File: src/hdl/mem_settings.svh
// Memory subsystem sizing
// RAM size, base address and word index width shared by package and RTL

`ifndef MEM_SETTINGS_SVH
`define MEM_SETTINGS_SVH

// RAM size in bytes
`define MEM_BYTES 65536

// Bus address of byte 0
`define MEM_BASE 32'h0000_0000

// Word index width, log2(MEM_BYTES / 4)
`define MEM_IDX_W 14

`endif
File: src/hdl/mem_pkg.sv
// Memory subsystem types
// Access kinds, the lane-decoded word and the stage payloads
`default_nettype none

`include "mem_settings.svh"

package mem_pkg;

    typedef enum logic [2:0] {
        LB  = 3'd0,
        LH  = 3'd1,
        LW  = 3'd2,
        LBU = 3'd3,
        LHU = 3'd4,
        SB  = 3'd5,
        SH  = 3'd6,
        SW  = 3'd7
    } mem_op_e;

    // One memory word, whole or by byte lane
    typedef union packed {
        logic [31:0]     word;
        logic [3:0][7:0] lane;   // lane[0] is the lowest address
    } mem_word_u;

    typedef struct packed {
        mem_op_e     op;
        logic [31:0] addr;
        logic [31:0] wdata;
    } mem_req_t;

    typedef struct packed {
        logic [`MEM_IDX_W-1:0] idx;      // Word index into the array
        logic [3:0]            be;       // Lane write enables
        logic                  rd;       // Load, read the word
        mem_word_u             wdata;    // Already steered to lanes
        mem_op_e               op;
        logic [1:0]            offset;   // Byte offset inside word
        logic                  err;
    } ram_cmd_t;

    typedef struct packed {
        logic [31:0] rdata;
        logic        err;
    } mem_rsp_t;

endpackage

`default_nettype wire

File: src/hdl/store_align.sv
// Address check and lane steering stage
// Flags range and alignment errors, builds byte enables and lane data
`timescale 1ns/1ns
`default_nettype none

`include "mem_settings.svh"

module store_align (
    input  wire                     clock,
    input  wire                     rst,
    input  wire                     in_valid,
    input  wire mem_pkg::mem_req_t  req_in,
    output logic                    cmd_valid,
    output mem_pkg::ram_cmd_t       cmd
);
    import mem_pkg::*;

    logic [31:0] offs;      // Byte offset from RAM base
    logic [1:0]  boff;      // Byte within the word
    logic        is_store;
    logic        misalign;
    logic        bad;
    logic [3:0]  be_raw;    // Lanes before the error mask
    mem_word_u   steer;

    assign offs     = req_in.addr - `MEM_BASE;
    assign boff     = offs[1:0];
    assign is_store = req_in.op inside {SB, SH, SW};

    always_comb begin
        be_raw     = 4'b0000;
        misalign   = 1'b0;
        steer.word = req_in.wdata;   // SW goes straight through
        case (req_in.op)
            SB: begin
                be_raw           = 4'b0001 << boff;
                steer.word       = '0;
                steer.lane[boff] = req_in.wdata[7:0];
            end
            SH: begin
                misalign                = boff[0];
                be_raw                  = 4'b0011 << boff;
                steer.word              = '0;
                steer.lane[boff]        = req_in.wdata[7:0];
                steer.lane[boff + 2'd1] = req_in.wdata[15:8];
            end
            SW:      begin misalign = |boff; be_raw = 4'b1111; end
            LH, LHU: misalign = boff[0];
            LW:      misalign = |boff;
            default: misalign = 1'b0;   // Byte loads fit anywhere
        endcase
    end

    // Outside RAM, upper half of the map, or misaligned
    assign bad = (offs >= 32'(`MEM_BYTES)) || req_in.addr[31] || misalign;

    always_ff @(posedge clock) begin
        if (!rst) cmd_valid <= 1'b0;
        else      cmd_valid <= in_valid;
    end

    always_ff @(posedge clock) begin
        if (in_valid) begin
            cmd.idx    <= offs[`MEM_IDX_W+1:2];
            cmd.be     <= (is_store && !bad) ? be_raw : 4'b0000;
            cmd.rd     <= !is_store && !bad;
            cmd.wdata  <= steer;
            cmd.op     <= req_in.op;
            cmd.offset <= boff;
            cmd.err    <= bad;
        end
    end

endmodule

`default_nettype wire

File: config.mk
export PLATFORM = sky130hd
export DESIGN_NAME = store_align
export DESIGN_NICKNAME = d
export VERILOG_FILES = /design/src/hdl/mem_pkg.sv /design/src/hdl/store_align.sv
export VERILOG_INCLUDE_DIRS = /design/src /design/src/hdl
export SDC_FILE = /design/constraint.sdc
export NUM_CORES = 1
export LEC_CHECK = 0
export ABC_AREA = 1
export BUFFER_PORTS_ARGS = -buffer_cell sky130_fd_sc_hd__clkbuf_2
export CELL_PAD_IN_SITES_DETAIL_PLACEMENT = 1
export CELL_PAD_IN_SITES_GLOBAL_PLACEMENT = 2
export CORE_MARGIN = 1
export CORE_UTILIZATION = 27
export DETAILED_ROUTE_END_ITERATION = 8
export PLACE_DENSITY_LB_ADDON = 0.3
export SLEW_MARGIN = 20
export SYNTH_ARGS = -nofsm -noshare
export SYNTH_HDL_FRONTEND = slang
export SYNTH_SLANG_ARGS = --single-unit
File: constraint.sdc
create_clock -name clock -period 1.5 [get_ports clock]
set_input_delay 0.225 -clock clock [delete_from_list [all_inputs] [get_ports clock]]
set_output_delay 0.225 -clock clock [all_outputs]
set_load 0.01 [all_outputs]
==> summary.md <==
| Metric | Value |
|---|---|
| Outcome | finished with violations |
| Failing checks | DRC |
| Clock root cell | clkbuf_8 |
| Worst hold path type | input pin to flip-flop |
| Clock Sink Count | 58 |
| HPWL after DPL | 5.48 mm |
| Fin. Hold Viols | 0 |
| Xor/xnor share of the synthesized area | 0% |
| Layout fillers | 1084 |
| Antenna Diode Count | 0 |
| Vias per cell | 4.56 |
| Die area | 9870 um^2 |
| Post-Synth Adder-Cell Area | 0% |
| Fin crit period | 1.14 ns |
| Antenna violations before repair | 0 |
| Total I/O pin count | 128 |
| CTS Hold Bufs | 0 |
| ANT nets after route | 0 |
| Pleak | 1.64 nW |
| FF+latch area | 1730 um^2 |
| Non-filler cells, final | 489 |
| TritonRoute pass-1 iters | 6 |
| Initial core utilization | 27.8% |
| Pwr/cell area | roughly 1100 nW/um^2 |
| Simple-Gate Fraction of Synth Area | 15.6% |
| CTS tree | built |
| Fin. max-slew vios | 0 |
| Final Cycle Share | 76.1% |
| CP Launch Type | input pin |
| Deepest clock path buffer count | 2 |
| Via count | 2229 |
| CP Capture Type | flip-flop |
| Main combinational cell family by area after synthesis | simple AND/OR/NAND/NOR gates |
| Reg clk slew, reported paths | 0.07 ns |
| Compound-cell area share of the yosys netlist | roughly an eighth |
| Post-CTS Setup Inserts | 0 |
| Final net count | roughly 440 |
| Area growth from synthesis to layout | 42.2% |
| First-pass GRT wire length | roughly 12 mm |
| CP Max Fanout | 10 |
| Final Setup Violations | 0 |
| Netlist Area Pre-Place | between 2000 and 3000 um^2 |
| Maxcap violations | 0 |
| Syn. warnings | 0 |
| Port Buf Inserts | 127 |
| CP Class | input pin to flip-flop |
| Area contributors post-synth | edfxtp_1 (67%), a21oi_1 (6.5%), nand2_1 (5.6%), nor2_1 (5.0%), o22ai_1 (3.9%) |
| Critical Path RT | 1.57 ns |
| Wire per inst | 15.0 um |
| Yosys top cell area share | 66.9% |
| Seq/Total Area, Yosys | 67.7% |
| Worst Path Arrival | 1.21 ns |
| Cell accounting for the most synthesized area | edfxtp_1 |
| Rows | 35 |
| Mean Syn Cell Area | ~11 um^2 |
| Commonest non-fill, non-tap cell in the layout | clkbuf_2 |
| Synth Instances | 226 |
| Library cells used by synthesis | 22 |
| Post-DP Area | 3420 um^2 |
| Post-cts gate resize count | 0 |
| Design area | 3640 um^2 |
| Total core area | 9200 um^2 |
| Iter 0 DRT Violations | approximately 40 |
| Placed insts | 473 |
| Setup TNS | 0 ns |
| Max Fclk | 0.876 GHz |
| Peak VDD IR | 0.360 mV |
| Inserted Clock Buffers | 9 |
| Htree depth | 3 |
| Vias in the first global route | ~2300 |
| Grt total ovfl | 0 |
| Largest net degree at the start of global routing | 59 |
| Routability-driven placement congestion ratio | 0.713 |
| Syn nets | 296 |
| Drc violations | 2 |
| Tot GR Track Use | between 15 and 20% |
| Unrepaired setup endpoints after global routing | no |
| Layout cells sized above 1 | 44.7% |
| Footprint of the multi-input gates | 696 um^2 |
| Most frequent cells in the layout | clkbuf_2 (127), edfxtp_1 (57), nand2_1 (38), nor2_1 (34), a21oi_1 (33) |
| Die Y | 99.4 um |
| Worst slew margin | around 78% |
| Worst slack, placed | 0.00196 ns |
| Worst-Margin Slew | 0.337 ns |
| Yosys reg bits | 58 |
| Routed wire length | 7.33 mm |
| Mux cell area share after synthesis | 0% |
| Die span in x | between 90 and 100 um |
| Final WS setup | 0.359 ns |
worst max-delay path: stages:
cell	delay [ns]
clkbuf_2	0.10
inv_1	0.13
nand2_1	0.12
nand2_2	0.10
nand2_4	0.11
a21oi_4	0.29
o22ai_1	0.12
cell families after synthesis:
logic type,Yosys count
AND/OR/NAND/NOR,86
buffers and inverters,31
AO/OA/AOI/OAI,51
flip-flops,58
final timing paths:
path / depth (start not counted) / slack [ns] / start / endpoint
worst min-delay path: 1 / 0.05 / req_in[43] / cmd[52]
worst max-delay path: 7 / 0.36 / req_in[64] / cmd[11]
state kept, by name, indices dropped and copies added (netlist names):
name       count
cmd_valid      1
cmd           57
power by group:
group          total, mW  switching, mW  internal, mW
Combinational      0.587          0.343         0.244
Clock               1.60          0.670         0.928
Sequential          1.98         0.0396          1.94
Total               4.16           1.05          3.11
through the flow:
step	util [%]	total power, mW	hold slack (ns)
2_1_floorplan	-	2.26	0.318
4_1_cts	39.6	4.23	0.0381
3_3_place_gp	37.2	2.60	0.402
3_5_place_dp	37.2	2.62	0.404
5_1_grt	39.6	4.35	0.0350
6_report	39.6	4.16	0.0542
final cells by class:
cell class | instances | share of cell area, %
Sequential cell | 58 | 47.6
Timing Repair Buffer | 139 | 20.6
Multi-Input combinational cell | 137 | 19.1
Tap cell | 111 | 3.82
Clock buffer | 9 | 3.40
Inverter | 28 | 2.89
Clock inverter | 7 | 2.58
layer usage:
layer / wire, um / track usage (%) / vias up
met2: 3860 / 28.8 / 86
met4: 93 / 6.45 / 0
met1: 2980 / 17.6 / 1055
met3: 397 / 4.29 / 8
met5: 0 / 0 / -
li1: - / - / 1080
cells in the mapped netlist (all sizes together):
master and instances:
clkbuf 1, dfxtp 1, o21ai 1, nor3 1
nand3 6, clkinv 1, nand4 1, nand2 41
buf 2, inv 27, edfxtp 57, o22ai 16
nor2 37, a21oi 34
(Power assumes the default switching activity.)
