$ cat src/hdl/mem_settings.svh
// Memory subsystem sizing
// RAM size, base address and word index width shared by package and RTL

`ifndef MEM_SETTINGS_SVH
`define MEM_SETTINGS_SVH

// RAM size in bytes
`define MEM_BYTES 65536

// Bus address of byte 0
`define MEM_BASE 32'h0000_0000

// Word index width, log2(MEM_BYTES / 4)
`define MEM_IDX_W 14

`endif
$ cat src/hdl/mem_pkg.sv
// Memory subsystem types
// Access kinds, the lane-decoded word and the stage payloads
`default_nettype none

`include "mem_settings.svh"

package mem_pkg;

    typedef enum logic [2:0] {
        LB  = 3'd0,
        LH  = 3'd1,
        LW  = 3'd2,
        LBU = 3'd3,
        LHU = 3'd4,
        SB  = 3'd5,
        SH  = 3'd6,
        SW  = 3'd7
    } mem_op_e;

    // One memory word, whole or by byte lane
    typedef union packed {
        logic [31:0]     word;
        logic [3:0][7:0] lane;   // lane[0] is the lowest address
    } mem_word_u;

    typedef struct packed {
        mem_op_e     op;
        logic [31:0] addr;
        logic [31:0] wdata;
    } mem_req_t;

    typedef struct packed {
        logic [`MEM_IDX_W-1:0] idx;      // Word index into the array
        logic [3:0]            be;       // Lane write enables
        logic                  rd;       // Load, read the word
        mem_word_u             wdata;    // Already steered to lanes
        mem_op_e               op;
        logic [1:0]            offset;   // Byte offset inside word
        logic                  err;
    } ram_cmd_t;

    typedef struct packed {
        logic [31:0] rdata;
        logic        err;
    } mem_rsp_t;

endpackage

`default_nettype wire

$ cat src/hdl/mem_req_port.sv
// Data port front end
// Four-phase req/ack slave, one access in flight at a time
`timescale 1ns/1ns
`default_nettype none

module mem_req_port (
    input  wire                     clock,
    input  wire                     rst,
    input  wire                     req,
    input  wire mem_pkg::mem_op_e   op,
    input  wire [31:0]              addr,
    input  wire [31:0]              wdata,
    output logic                    ack,
    output logic [31:0]             rdata,
    output logic                    err,
    output logic                    req_valid,
    output mem_pkg::mem_req_t       req_out,
    input  wire                     rsp_valid,
    input  wire mem_pkg::mem_rsp_t  rsp_in
);
    import mem_pkg::*;

    typedef enum logic [1:0] {
        ST_IDLE,    // Waiting for req
        ST_BUSY,    // Access in the pipeline
        ST_HOLD     // ack high, waiting for req to drop
    } state_e;

    state_e   state;
    logic     accept;
    mem_rsp_t rsp_q;   // Response held for the master

    assign accept = (state == ST_IDLE) && req && !ack;

    always_ff @(posedge clock) begin
        if (!rst) begin
            state     <= ST_IDLE;
            ack       <= 1'b0;
            req_valid <= 1'b0;
        end else begin
            req_valid <= accept;   // Single-cycle strobe
            case (state)
                ST_IDLE: if (accept) state <= ST_BUSY;
                ST_BUSY: if (rsp_valid) begin
                    ack   <= 1'b1;
                    state <= ST_HOLD;
                end
                ST_HOLD: if (!req) begin   // Master saw ack
                    ack   <= 1'b0;
                    state <= ST_IDLE;
                end
                default: state <= ST_IDLE;
            endcase
        end
    end

    // Request and response payload
    always_ff @(posedge clock) begin
        if (accept) begin
            req_out.op    <= op;
            req_out.addr  <= addr;
            req_out.wdata <= wdata;
        end
        if (state == ST_BUSY && rsp_valid) rsp_q <= rsp_in;
    end

    assign rdata = rsp_q.rdata;
    assign err   = rsp_q.err;

endmodule

`default_nettype wire

$ cat config.mk
export PLATFORM = sky130hd
export DESIGN_NAME = mem_req_port
export DESIGN_NICKNAME = d
export VERILOG_FILES = /design/src/hdl/mem_pkg.sv /design/src/hdl/mem_req_port.sv
export VERILOG_INCLUDE_DIRS = /design/src /design/src/hdl
export SDC_FILE = /design/constraint.sdc
export NUM_CORES = 1
export LEC_CHECK = 0
export BUFFER_PORTS_ARGS = -buffer_cell sky130_fd_sc_hd__clkbuf_2
export CAP_MARGIN = 10
export CORE_MARGIN = 10
export CORE_UTILIZATION = 40
export CTS_CLUSTER_SIZE = 12
export DETAILED_ROUTE_END_ITERATION = 10
export PLACE_DENSITY = 0.72
export SYNTH_ARGS = -nofsm -noshare
export SYNTH_HDL_FRONTEND = slang
export SYNTH_SLANG_ARGS = --single-unit
$ cat constraint.sdc
create_clock -name clock -period 7.9 [get_ports clock]
set_input_delay 1.58 -clock clock [delete_from_list [all_inputs] [get_ports clock]]
set_output_delay 1.58 -clock clock [all_outputs]
set_load 0.01 [all_outputs]
==> metrics.md <==
| Metric | Value |
|---|---|
| Clock transition at path regs | 0.09 ns |
| Setup crit end kind | flop |
| Die ar. | 0.01192 mm² |
| Num ports | 206 |
| Starting Density | 0.4118 |
| Final setup vio count | 0 |
| Overall routed net length | 8.800 mm |
| Post-Syn Nets | 222 |
| Distinct cells, synth | 13 |
| Total clock sinks | 104 |
| Hold EP | ack$_SDFFE_PN0P_ |
| Post-route minimum period | 2.840 ns |
| Synth area leader | edfxtp_1 |
| Warnings from Yosys | 0 |
| Vias in the first global route | 2,022 |
| Die Width | 109.2 µm |
| WL met3 | 1.210 mm |
| Worst r2r path cells | 3 |
| Synth Area per Inst | 26.96 µm² |
| Clk buf depth | 2 |
| Crit path DAT | 2.82 ns |
| Hpwl dp | 7.282 mm |
| Fraction of the cycle the final worst path needs | 0.3595 |
| Share of the synthesized area in the top cell type | 0.9438 |
| Total power | 0.001053 W |
| Type of the worst setup path | input pin to flop |
| Worst vdd ir | 119.0 µV |
| Final Max Tran Viols | 0 |
| Inserted Clock Buffers | 9 |
| Area Growth Syn to Fin | 42.39% |
| Total setup buffers inserted after CTS | 0 |
| Initial drt markers | 67 |
| Worst rel slew slack | 0.4661 |
| Setup TNS | 0 ns |
| Die Y | 109.2 µm |
| ANT nets after route | 0 |
| GRT overflow | 0 |
| Worst setup SP type | input pin |
| Min-delay src | ack$_SDFFE_PN0P_ |
| Pwr dens | 232.3 mW/mm² |
| Lkg Pwr | 1.961 nW |
| RSZ-0062 raised after global routing | false |
| Max Cap Viol | 0 |
| Count leader, synth | edfxtp_1 |
| Hold WC Path Type | flop to flop |
| Hold_buf cts | 0 |
| Worst Tran Pin Value | 0.8008 ns |
| Top sig layer | met4 |
| Area after DPL | 0.004350 mm² |
| Largest fanout on the critical path | 67 |
| Mapped Cells | 118 |
| Routed vias | 1,951 |
| Core area | 0.007727 mm² |
| Min Hold Slack | 0.4989 ns |
| FF+latch count, synth | 104 |
| CP Buf/Inv Count | 2 |
| Fmax | 352.1 MHz |
| CP Cell Sequence | clkbuf_2 > or3b_4 > nor2_4 > buf_4 |
| Met2 routed WL | 4.620 mm |
| Status | completed |
| GR Util All Layers | 0.1402 |
| Drt via density | 4.414 |
| R2R Path End | req_out[36]$_DFFE_PP_ |
| Met1 WL | 2.883 mm |
| H-tree depth | 3 |
| Mapped Area | 0.003182 mm² |
| Slowest library cell on the worst path | buf_4 |
| CP delay by family, top | buffers and inverters |
| Final Hold Viols | 0 |
| Crit-path max cell delay | 0.63 ns |
| Post-synth ARST share | 0 |
| Worst Clk Skew | 0.009663 ns |
| Synth top cells by count | 100 x edfxtp_1, 4 x dfxtp_1, 2 x and3b_2, 2 x nand2b_1, 2 x nor2_1 |
| Pre-Repair DR Iteration Count | 4 |
| PortBufs | 205 |
| Cell area after layout | 0.004531 mm² |
| R2r setup slk | 6.02 ns |
| Final nets | 439 |
| Fin cells | 442 |
| Post-Place Cells | 426 |
| ANT cells | 0 |
| Fill cells | 608 |
| Hold path depth | 2 |
| Clk_lat worst skew | 0.35 ns |
| Antenna violations before repair | 0 |
| First-pass GRT wire length | 12.10 mm |
| CTS root buffer | clkbuf_8 |
| Share of layout cells above drive strength 1 | 0.6647 |
| DRC | 0 |
| Post-CTS Resized | 0 |
| Number of synthesized flops with an enable pin | 100 |
| GP Congestion | 0.7759 |
| FP Rows | 32 |
| Ys flop type | edfxtp_1 |
| CTS tree | built |
| Top post-synthesis cells by area | edfxtp_1 94%, dfxtp_1 2.5%, and3b_2 0.63%, nand2b_1 0.39%, or3b_4 0.35% |
| DR WL/cell | 19.91 µm |
| Largest net degree at the start of global routing | 68 |
| Reg2reg start | ack$_SDFFE_PN0P_ |
| CP Data Required Time | 7.88 ns |
| Sequential share of the synthesized area | 0.9689 |
-- power by group --
part	internal, W	switching, W
Sequential	0.000647	0.00000961
Combinational	0.0000409	0.0000572
Clock	0.000120	0.000178
Total	0.000808	0.000244
-- sequential cells by signal (all words and copies together), names as in the netlist --
register / flops
req_out: 67
rdata: 32
ack: 1
err: 1
req_valid: 1
state: 2
-- placed cells by master (no fill, tap or decap), types with 2 or more instances in the layout --
cell,Yosys,final
clkinv_4,0,2
and3b_2,2,2
clkbuf_2,0,205
edfxtp_1,100,100
clkbuf_8,0,9
dfxtp_1,4,4
inv_8,0,2
nand2b_1,2,2
-- area by class of cell --
cell class                      instances  area [µm²]  share of cell area
Clock buffer                           10       127.6             0.02817
Sequential cell                       104        3083              0.6805
Multi-Input combinational cell         13       102.6             0.02265
Timing Repair Buffer                  206        1033              0.2281
Clock inverter                          6       52.55             0.01160
Inverter                                1       3.754           0.0008285
Tap cell                              102       127.6             0.02817
-- tightest hold or removal path: cells and delay by family (launching register included) --
kind	cells	cell delay [ns]
flops	1	0.35
buf+inv	1	0.06
compound gates	1	0.05
-- worst max-delay path by stage --
stage	from	to	slack [ns]	depth (start not counted)
2_1_floorplan	req	req_out[0]$_DFFE_PP_	2.63	2
3_3_place_gp	req	req_out[57]$_DFFE_PP_	4.70	4
3_5_place_dp	req	req_out[65]$_DFFE_PP_	4.69	4
4_1_cts	req	req_out[40]$_DFFE_PP_	5.07	4
5_1_grt	req	req_out[15]$_DFFE_PP_	5.01	4
6_report	req	req_out[36]$_DFFE_PP_	5.06	4
-- routing by layer --
metal / global-route usage / up-vias
met5: 0 / -
met4: 0.05019 / 0
met3: 0.06667 / 5
met2: 0.2524 / 116
met1: 0.1376 / 929
li1: - / 901
-- cell families (layout without fill, tap and decap cells) --
group / after synthesis / after routing / share of synthesized area
buffers and inverters: 1 / 223 / 0.001179
AOI/OAI and AO/OA: 4 / 4 / 0.009045
and+or+nand+nor: 9 / 9 / 0.02084
DFF: 104 / 104 / 0.9689
-- per-stage QoR --
stage / setup slack (ns) / util
6_report: 5.060 / 0.5863
5_1_grt: 5.010 / 0.5863
4_1_cts: 5.073 / 0.5863
3_5_place_dp: 4.694 / 0.5630
3_3_place_gp: 4.702 / 0.5630
2_1_floorplan: 2.634 / -
Note: power is estimated with default switching activity, not from simulation.
