**config.mk**
```make
export PLATFORM = sky130hd
export DESIGN_NAME = load_extend
export DESIGN_NICKNAME = d
export VERILOG_FILES = /design/src/hdl/mem_pkg.sv /design/src/hdl/load_extend.sv
export VERILOG_INCLUDE_DIRS = /design/src /design/src/hdl
export SDC_FILE = /design/constraint.sdc
export NUM_CORES = 1
export LEC_CHECK = 0
export ABC_CLOCK_PERIOD_IN_PS = 1800
export BUFFER_PORTS_ARGS = -buffer_cell sky130_fd_sc_hd__buf_4
export CAP_MARGIN = 15
export CORE_MARGIN = 2
export CORE_UTILIZATION = 48
export CTS_CLUSTER_SIZE = 28
export DETAILED_ROUTE_END_ITERATION = 8
export PLACE_DENSITY = 0.76
export SETUP_SLACK_MARGIN = 0.05
export SLEW_MARGIN = 10
export SYNTH_ARGS = -nofsm -noshare
export SYNTH_HDL_FRONTEND = slang
export SYNTH_SLANG_ARGS = --single-unit
```
**constraint.sdc**
```tcl
create_clock -name clock -period 1.8 [get_ports clock]
set_input_delay 0.09 -clock clock [delete_from_list [all_inputs] [get_ports clock]]
set_output_delay 0.09 -clock clock [all_outputs]
set_load 0.02 [all_outputs]
```
**src/hdl/mem_settings.svh**
```systemverilog
// Memory subsystem sizing
// RAM size, base address and word index width shared by package and RTL

`ifndef MEM_SETTINGS_SVH
`define MEM_SETTINGS_SVH

// RAM size in bytes
`define MEM_BYTES 65536

// Bus address of byte 0
`define MEM_BASE 32'h0000_0000

// Word index width, log2(MEM_BYTES / 4)
`define MEM_IDX_W 14

`endif
```
**src/hdl/mem_pkg.sv**
```systemverilog
// Memory subsystem types
// Access kinds, the lane-decoded word and the stage payloads
`default_nettype none

`include "mem_settings.svh"

package mem_pkg;

    typedef enum logic [2:0] {
        LB  = 3'd0,
        LH  = 3'd1,
        LW  = 3'd2,
        LBU = 3'd3,
        LHU = 3'd4,
        SB  = 3'd5,
        SH  = 3'd6,
        SW  = 3'd7
    } mem_op_e;

    // One memory word, whole or by byte lane
    typedef union packed {
        logic [31:0]     word;
        logic [3:0][7:0] lane;   // lane[0] is the lowest address
    } mem_word_u;

    typedef struct packed {
        mem_op_e     op;
        logic [31:0] addr;
        logic [31:0] wdata;
    } mem_req_t;

    typedef struct packed {
        logic [`MEM_IDX_W-1:0] idx;      // Word index into the array
        logic [3:0]            be;       // Lane write enables
        logic                  rd;       // Load, read the word
        mem_word_u             wdata;    // Already steered to lanes
        mem_op_e               op;
        logic [1:0]            offset;   // Byte offset inside word
        logic                  err;
    } ram_cmd_t;

    typedef struct packed {
        logic [31:0] rdata;
        logic        err;
    } mem_rsp_t;

endpackage

`default_nettype wire

```
**src/hdl/load_extend.sv**
```systemverilog
// Load extension stage
// Picks the addressed byte or halfword and sign or zero extends it
`timescale 1ns/1ns
`default_nettype none

module load_extend (
    input  wire                     clock,
    input  wire                     rst,
    input  wire                     in_valid,
    input  wire mem_pkg::mem_word_u word,
    input  wire mem_pkg::mem_op_e   op,
    input  wire [1:0]               offset,
    input  wire                     err,
    output logic                    rsp_valid,
    output mem_pkg::mem_rsp_t       rsp
);
    import mem_pkg::*;

    logic [7:0]  sel_b;
    logic [15:0] sel_h;
    logic [31:0] ext;

    assign sel_b = word.lane[offset];
    assign sel_h = offset[1] ? {word.lane[3], word.lane[2]} : {word.lane[1], word.lane[0]};

    always_comb begin
        case (op)
            LB:      ext = {{24{sel_b[7]}}, sel_b};
            LBU:     ext = {24'b0, sel_b};
            LH:      ext = {{16{sel_h[15]}}, sel_h};
            LHU:     ext = {16'b0, sel_h};
            LW:      ext = word.word;
            default: ext = '0;   // Stores return zero
        endcase
        if (err) ext = '0;
    end

    always_ff @(posedge clock) begin
        if (!rst) rsp_valid <= 1'b0;
        else      rsp_valid <= in_valid;
    end

    always_ff @(posedge clock) begin
        if (in_valid) begin
            rsp.rdata <= ext;
            rsp.err   <= err;
        end
    end

endmodule

`default_nettype wire

```
==> results of run 1 <==
-- cell type report --
type	instances	area, µm²
fill	278	1135
sequential	34	1011
multi-input combinational	110	740.7
timing repair buffer	79	620.6
clock buffer	8	90.09
tap	48	60.06
inverter	1	3.754
-- stage by stage --
| step | instance area, µm² | hold WS [ns] | cells | setup WS, ns | total power [µW] |
|---|---|---|---|---|---|
| 3_3_place_gp | 2426 | 0.2757 | 271 | 0.3074 | 1404 |
| 3_5_place_dp | 2426 | 0.2797 | 271 | 0.2674 | 1413 |
| 4_1_cts | 2526 | 0.02144 | 280 | 0.3557 | 1976 |
| 2_1_floorplan | 1832 | 0.1889 | 158 | 0.4162 | 1194 |
| 6_report | 2526 | 0.02617 | 280 | 0.3442 | 1960 |
| 5_1_grt | 2526 | 0.02242 | 280 | 0.2585 | 2039 |
-- synthesized netlist by cell type (all sizes together) --
| master | instances |
|---|---|
| a211oi | 2 |
| a21oi | 32 |
| a222oi | 1 |
| a22oi | 8 |
| a32oi | 7 |
| and2 | 2 |
| buf | 10 |
| clkbuf | 3 |
| dfxtp | 1 |
| edfxtp | 33 |
| inv | 1 |
| mux2 | 14 |
| mux2i | 1 |
| mux4 | 1 |
| nand2 | 23 |
| nand2b | 2 |
| nand3b | 1 |
| nor2 | 3 |
| nor2b | 3 |
| nor3 | 2 |
| nor3b | 1 |
| nor4b | 1 |
| o21ai | 2 |
| o21bai | 1 |
| o31a | 1 |
| o31ai | 1 |
| xnor2 | 1 |
-- critical path, stage by stage --
cell and delay [ns]:
dlygate4sd3_1 0.54, buf_4 0.13, nand2b_1 0.36, buf_12 0.27, a21oi_1 0.16
-- power by group --
part           internal, µW  switching, µW
Clock                   312            253
Sequential              931           16.1
Combinational           206            242
-- cell families (layout without fill, tap and decap cells) --
logic type             Yosys count  after routing  synth area share (%)
AO/OA/AOI/OAI                   55             55                 19.06
AND/OR/NAND/NOR                 38             38                 10.52
flip-flops                      34             34                 55.19
multiplexers                    16             16                 10.38
buffers and inverters           14             88                 4.371
XOR/XNOR                         1              1                0.4782
-- sequential cells by signal, summed over array words and instances (netlist names) --
name	count
rsp_valid	1
rsp	33
-- layer usage --
layer / track usage, % / share of wire (%) / vias to the layer above
met1: 28.40 / 38 / 758
met4: 7.813 / 1.2 / 0
met2: 41.41 / 54 / 67
met3: 3.748 / 6.6 / 6
li1: - / - / 752
met5: 0 / 0 / -
-- final timing paths --
| path | start | end | slack [ns] | cells past startpoint |
|---|---|---|---|---|
| min | rst | rsp_valid | 0.03 | 2 |
| max | err | rsp[1] | 0.34 | 5 |
-- timing repair --
action                                  4_1_cts  5_1_grt
setup buffers                                 0        0
hold buffers                                  1        0
hold endpoints to repair                      1        0
endpoints found under the setup margin        0        0
==> impl_metrics.ini, run 1 <==
[outcome]
status = completed

[cts]
clockBufferDepth = 2
cts_tree = built
clkTransAtPathRegs_ns = 0.06
cts_made_buffers = 5
cts_sinks = 34
cts_root_buffer = clkbuf_8
cts_max_level = 2
post_cts_resized = 0

[route]
drtIter0Drc = 107
viasPerCell = 5.654
wl_um = 4832
first_pass_iters = 4
vias = 1583
drt.antenna.violating_nets = 0
drc_errors = 0
wl_per_cell_um = 17.26

[global_routing]
grt_usage_pct = 23.22
antenna_found_initial = 0
gr-total-overflow = 0
grt_pass1_wl_um = 7472
grt_start_max_net_pins = 35
grt_pass1_vias = 1587

[logic_synthesis]
synth-seq-cells = 34
ys_types = 30
synthCells = 158
yosysTopAreaCell = edfxtp_1
syn_area_mm2 = 0.001832
synth_top_area_share_pct = 54.10
synth_nets = 199
syn_avg_cell_area_um2 = 11.59
synth.area.top_cells = edfxtp_1, a21oi_1, mux2_2, nand2_1, a32oi_1
yosysWarnings = 0
ys_seq_area_share_pct = 55.19

[die]
ioPinCount = 75
die_h_um = 65.78
die_w_um = 65.78
fp.coreArea_mm2 = 0.003661
row_count = 22
die-area_mm2 = 0.004326
initial_utilization_pct = 50.03

[sta]
fin_crit_ns = 1.456
worstMarginPinSlew_ns = 0.5876
hold_viol = 0
rsz0062_at_grt = no
setup_tns_ns = 0
slew_viol_final = 0
max_freq_mhz = 686.9
slew_headroom_pct = 60.68
post-route-period-util_pct = 80.88
setup_violations = 0

[worst_setup_path]
arrival_ns = 1.56
crit_fanout = 22
crit_required_ns = 1.91
critical_path_class = in2reg
cp-start-kind = input port
cp-end-kind = flop

[power_and_ir_drop]
power_leakage_uw = 0.0009806
irDropWorstVdd_uv = 399.8
power_density_mw_per_mm2 = 775.9

[cells_and_area]
utilization_pct = 69.00
nets = 272
area_growth_pct = 37.91
final_cell_mix = buf_4, edfxtp_1, a21oi_1
layout-drive-gt1-share_pct = 43.97
antenna_cells = 0
mostFrequentLayoutCell = buf_4

[placed_design]
io_buffers = 74
dp_hpwl_um = 3633
gp_congestion = 0.8567

[job]
timing.max_cap.violations = 0

[min_path]
hp-class = in2reg
No activity file was read; power rests on OpenSTA's default activity.
==> run 2: changes to the inputs <==
--- a/config.mk
+++ b/config.mk
@@ -6,7 +6,7 @@
 export SDC_FILE = /design/constraint.sdc
 export NUM_CORES = 1
 export LEC_CHECK = 0
-export ABC_CLOCK_PERIOD_IN_PS = 1800
+export ABC_CLOCK_PERIOD_IN_PS = 1400
 export BUFFER_PORTS_ARGS = -buffer_cell sky130_fd_sc_hd__buf_4
 export CAP_MARGIN = 15
 export CORE_MARGIN = 2
==> constraint.sdc (replaced) <==
create_clock -name clock -period 1.4 [get_ports clock]
set_input_delay 0.07 -clock clock [delete_from_list [all_inputs] [get_ports clock]]
set_output_delay 0.07 -clock clock [all_outputs]
set_load 0.02 [all_outputs]
==> run 2 against run 1 <==
  * Sequential share of layout area down 0.43 points
  * Largest power group unchanged
  * Die area did not move
  * Clock-buffer cell count shrank 2
  * Sequential power rose by 29%
  * Critical path depth unchanged
  * Largest cell class unchanged
  * Combinational power up 30%
==> impl_metrics.ini, run 2 (same netlist as run 1, synthesis figures left out) <==
[cts]
clkTransAtPathRegs_ns = 0.07
clockBufferDepth = 2
cts_root_buffer = clkbuf_8
postCtsSetupBuffers = 0
cts_made_buffers = 5
post_cts_resized = 0
cts_max_level = 2
cts_sinks = 34
cts_tree = built

[placed_design]
io_buffers = 74
dp_hpwl_um = 3489
gp_congestion = 0.8964
placed_area_mm2 = 0.002451

[cells_and_area]
nets = 278
area_growth_pct = 39.41
utilization_pct = 69.75
antenna_cells = 0
final_cell_mix = buf_4, edfxtp_1, a21oi_1
stdcell_area_mm2 = 0.002554
mostFrequentLayoutCell = buf_4
largest_reg_flops = 33
reg.largest.list = rsp (33), rsp_valid (1)
regMostFlops = rsp
nFillCells = 305
layout-drive-gt1-share_pct = 45.38

[sta]
slew_headroom_pct = 59.56
post-route-period-util_pct = 82.58
max_freq_mhz = 865.0
hold-worst-slack_ns = 0.1487
rsz0062_at_grt = no
setup_violations = 0
worstMarginPinSlew_ns = 0.6044
hold_viol = 0
fin_crit_ns = 1.156
slew_viol_final = 0

[global_routing]
grt_pass1_vias = 1612
grt_usage_pct = 22.64
gr-total-overflow = 0
grt_pass1_wl_um = 7369
grt_start_max_net_pins = 35
antenna_found_initial = 0

[power_and_ir_drop]
swShare_pct = 27.29
power.net_switching_uw = 680.5
power.internal_uw = 1813
combPwrFrac_pct = 23.4
power_leakage_uw = 0.001005
irDropWorstVdd_uv = 809.9
seqPwrFrac_pct = 48.8
total_power_uw = 2494
p_clk_share_pct = 27.8
power_density_mw_per_mm2 = 976.6

[worst_setup_path]
crit_chain = dlygate4sd3_1 > buf_4 > nand2b_1 > buf_4 > a21oi_1
crit_buf_inv = 3
slowest_delay_ns = 0.53
critPathMostFrequentCell = buf_4
critical_path_class = in2reg
crit_required_ns = 1.43
cp_slowest_cell = dlygate4sd3_1
critPathTopFamily = buffers and inverters
cp-end-kind = flop
cp-start-kind = input port
crit_fanout = 32
arrival_ns = 1.18

[die]
die_w_um = 65.78
fp.coreArea_mm2 = 0.003661
die-area_mm2 = 0.004326
initial_utilization_pct = 50.03
die_h_um = 65.78
ioPinCount = 75
row_count = 22

[min_path]
hold_path_end = rsp[18]
whs_path_depth = 3
min-delay-start = word[17]
hp-class = in2reg

[route]
drt.antenna.violating_nets = 0
drtIter0Drc = 131
first_pass_iters = 4
wl_per_cell_um = 16.44
vias = 1582
viasPerCell = 5.531
drc_errors = 0
wl_um = 4702

[job]
timing.max_cap.violations = 0

[outcome]
status = completed
==> run 2: cell types whose count changed in the layout (fill, tap and decap cells not counted), sizes merged <==
cell | previous run | this run
clkbuf | 8 | 6
buf | 78 | 83
dlygate4sd3 | 1 | 2
clkinv | 0 | 2
==> run 2: layout make-up <==
class                   instances  area, µm²  area share (%)
repair buffers                 85      655.6           25.67
inverters                       1      3.754          0.1470
multi-input cells             110      740.7           29.01
flip-flops and latches         34       1011           39.59
clock inverters                 2      10.01          0.3920
clock buffers                   6      72.57           2.842
well taps                      48      60.06           2.352
==> run 2: stage by stage <==
stage	setup TNS [ns]	cells	setup slack, ns
global route	0	286	0.1509
detailed placement	-0.3602	276	-0.03694
global placement	0	276	0.01116
floorplan	0	158	0.06379
finish	0	286	0.2439
CTS	0	286	0.2469
==> run 2: worst max path at each step <==
stage | start | endpoint | depth (start not counted)
after detailed placement | word[31] | rsp[19] | 5
after global placement | offset[0] | rsp[4] | 6
after global routing | err | rsp[19] | 5
after floorplan | offset[0] | rsp[29] | 5
final | err | rsp[13] | 5
after CTS | err | rsp[12] | 5
==> run 2: power groups by stage <==
stage / sequential, µW / combinational [µW] / clock [µW]
floorplan: 1340 / 199 / 0
global placement: 1240 / 573 / 0
detailed placement: 1240 / 580 / 0
CTS: 1220 / 586 / 707
global route: 1220 / 625 / 742
finish: 1220 / 583 / 694
==> run 2: timing repair <==
action	in CTS	in global routing
hold endpoints to repair	2	0
setup endpoints to repair	0	0
hold buffers	2	0
==> run 2: routing by layer <==
layer	vias up	global-route usage, %	wire, µm
li1	766	-	-
met1	749	28.89	2011
met2	57	37.63	2338
met3	10	4.259	265
met4	0	9.635	87
met5	-	0	0
==> run 2: tightest hold or removal path, delay by kind of cell <==
| family | cells | cell delay, ns |
|---|---|---|
| simple gates | 1 | 0.04 |
| buf+inv | 1 | 0.08 |
| compound gates | 1 | 0.13 |
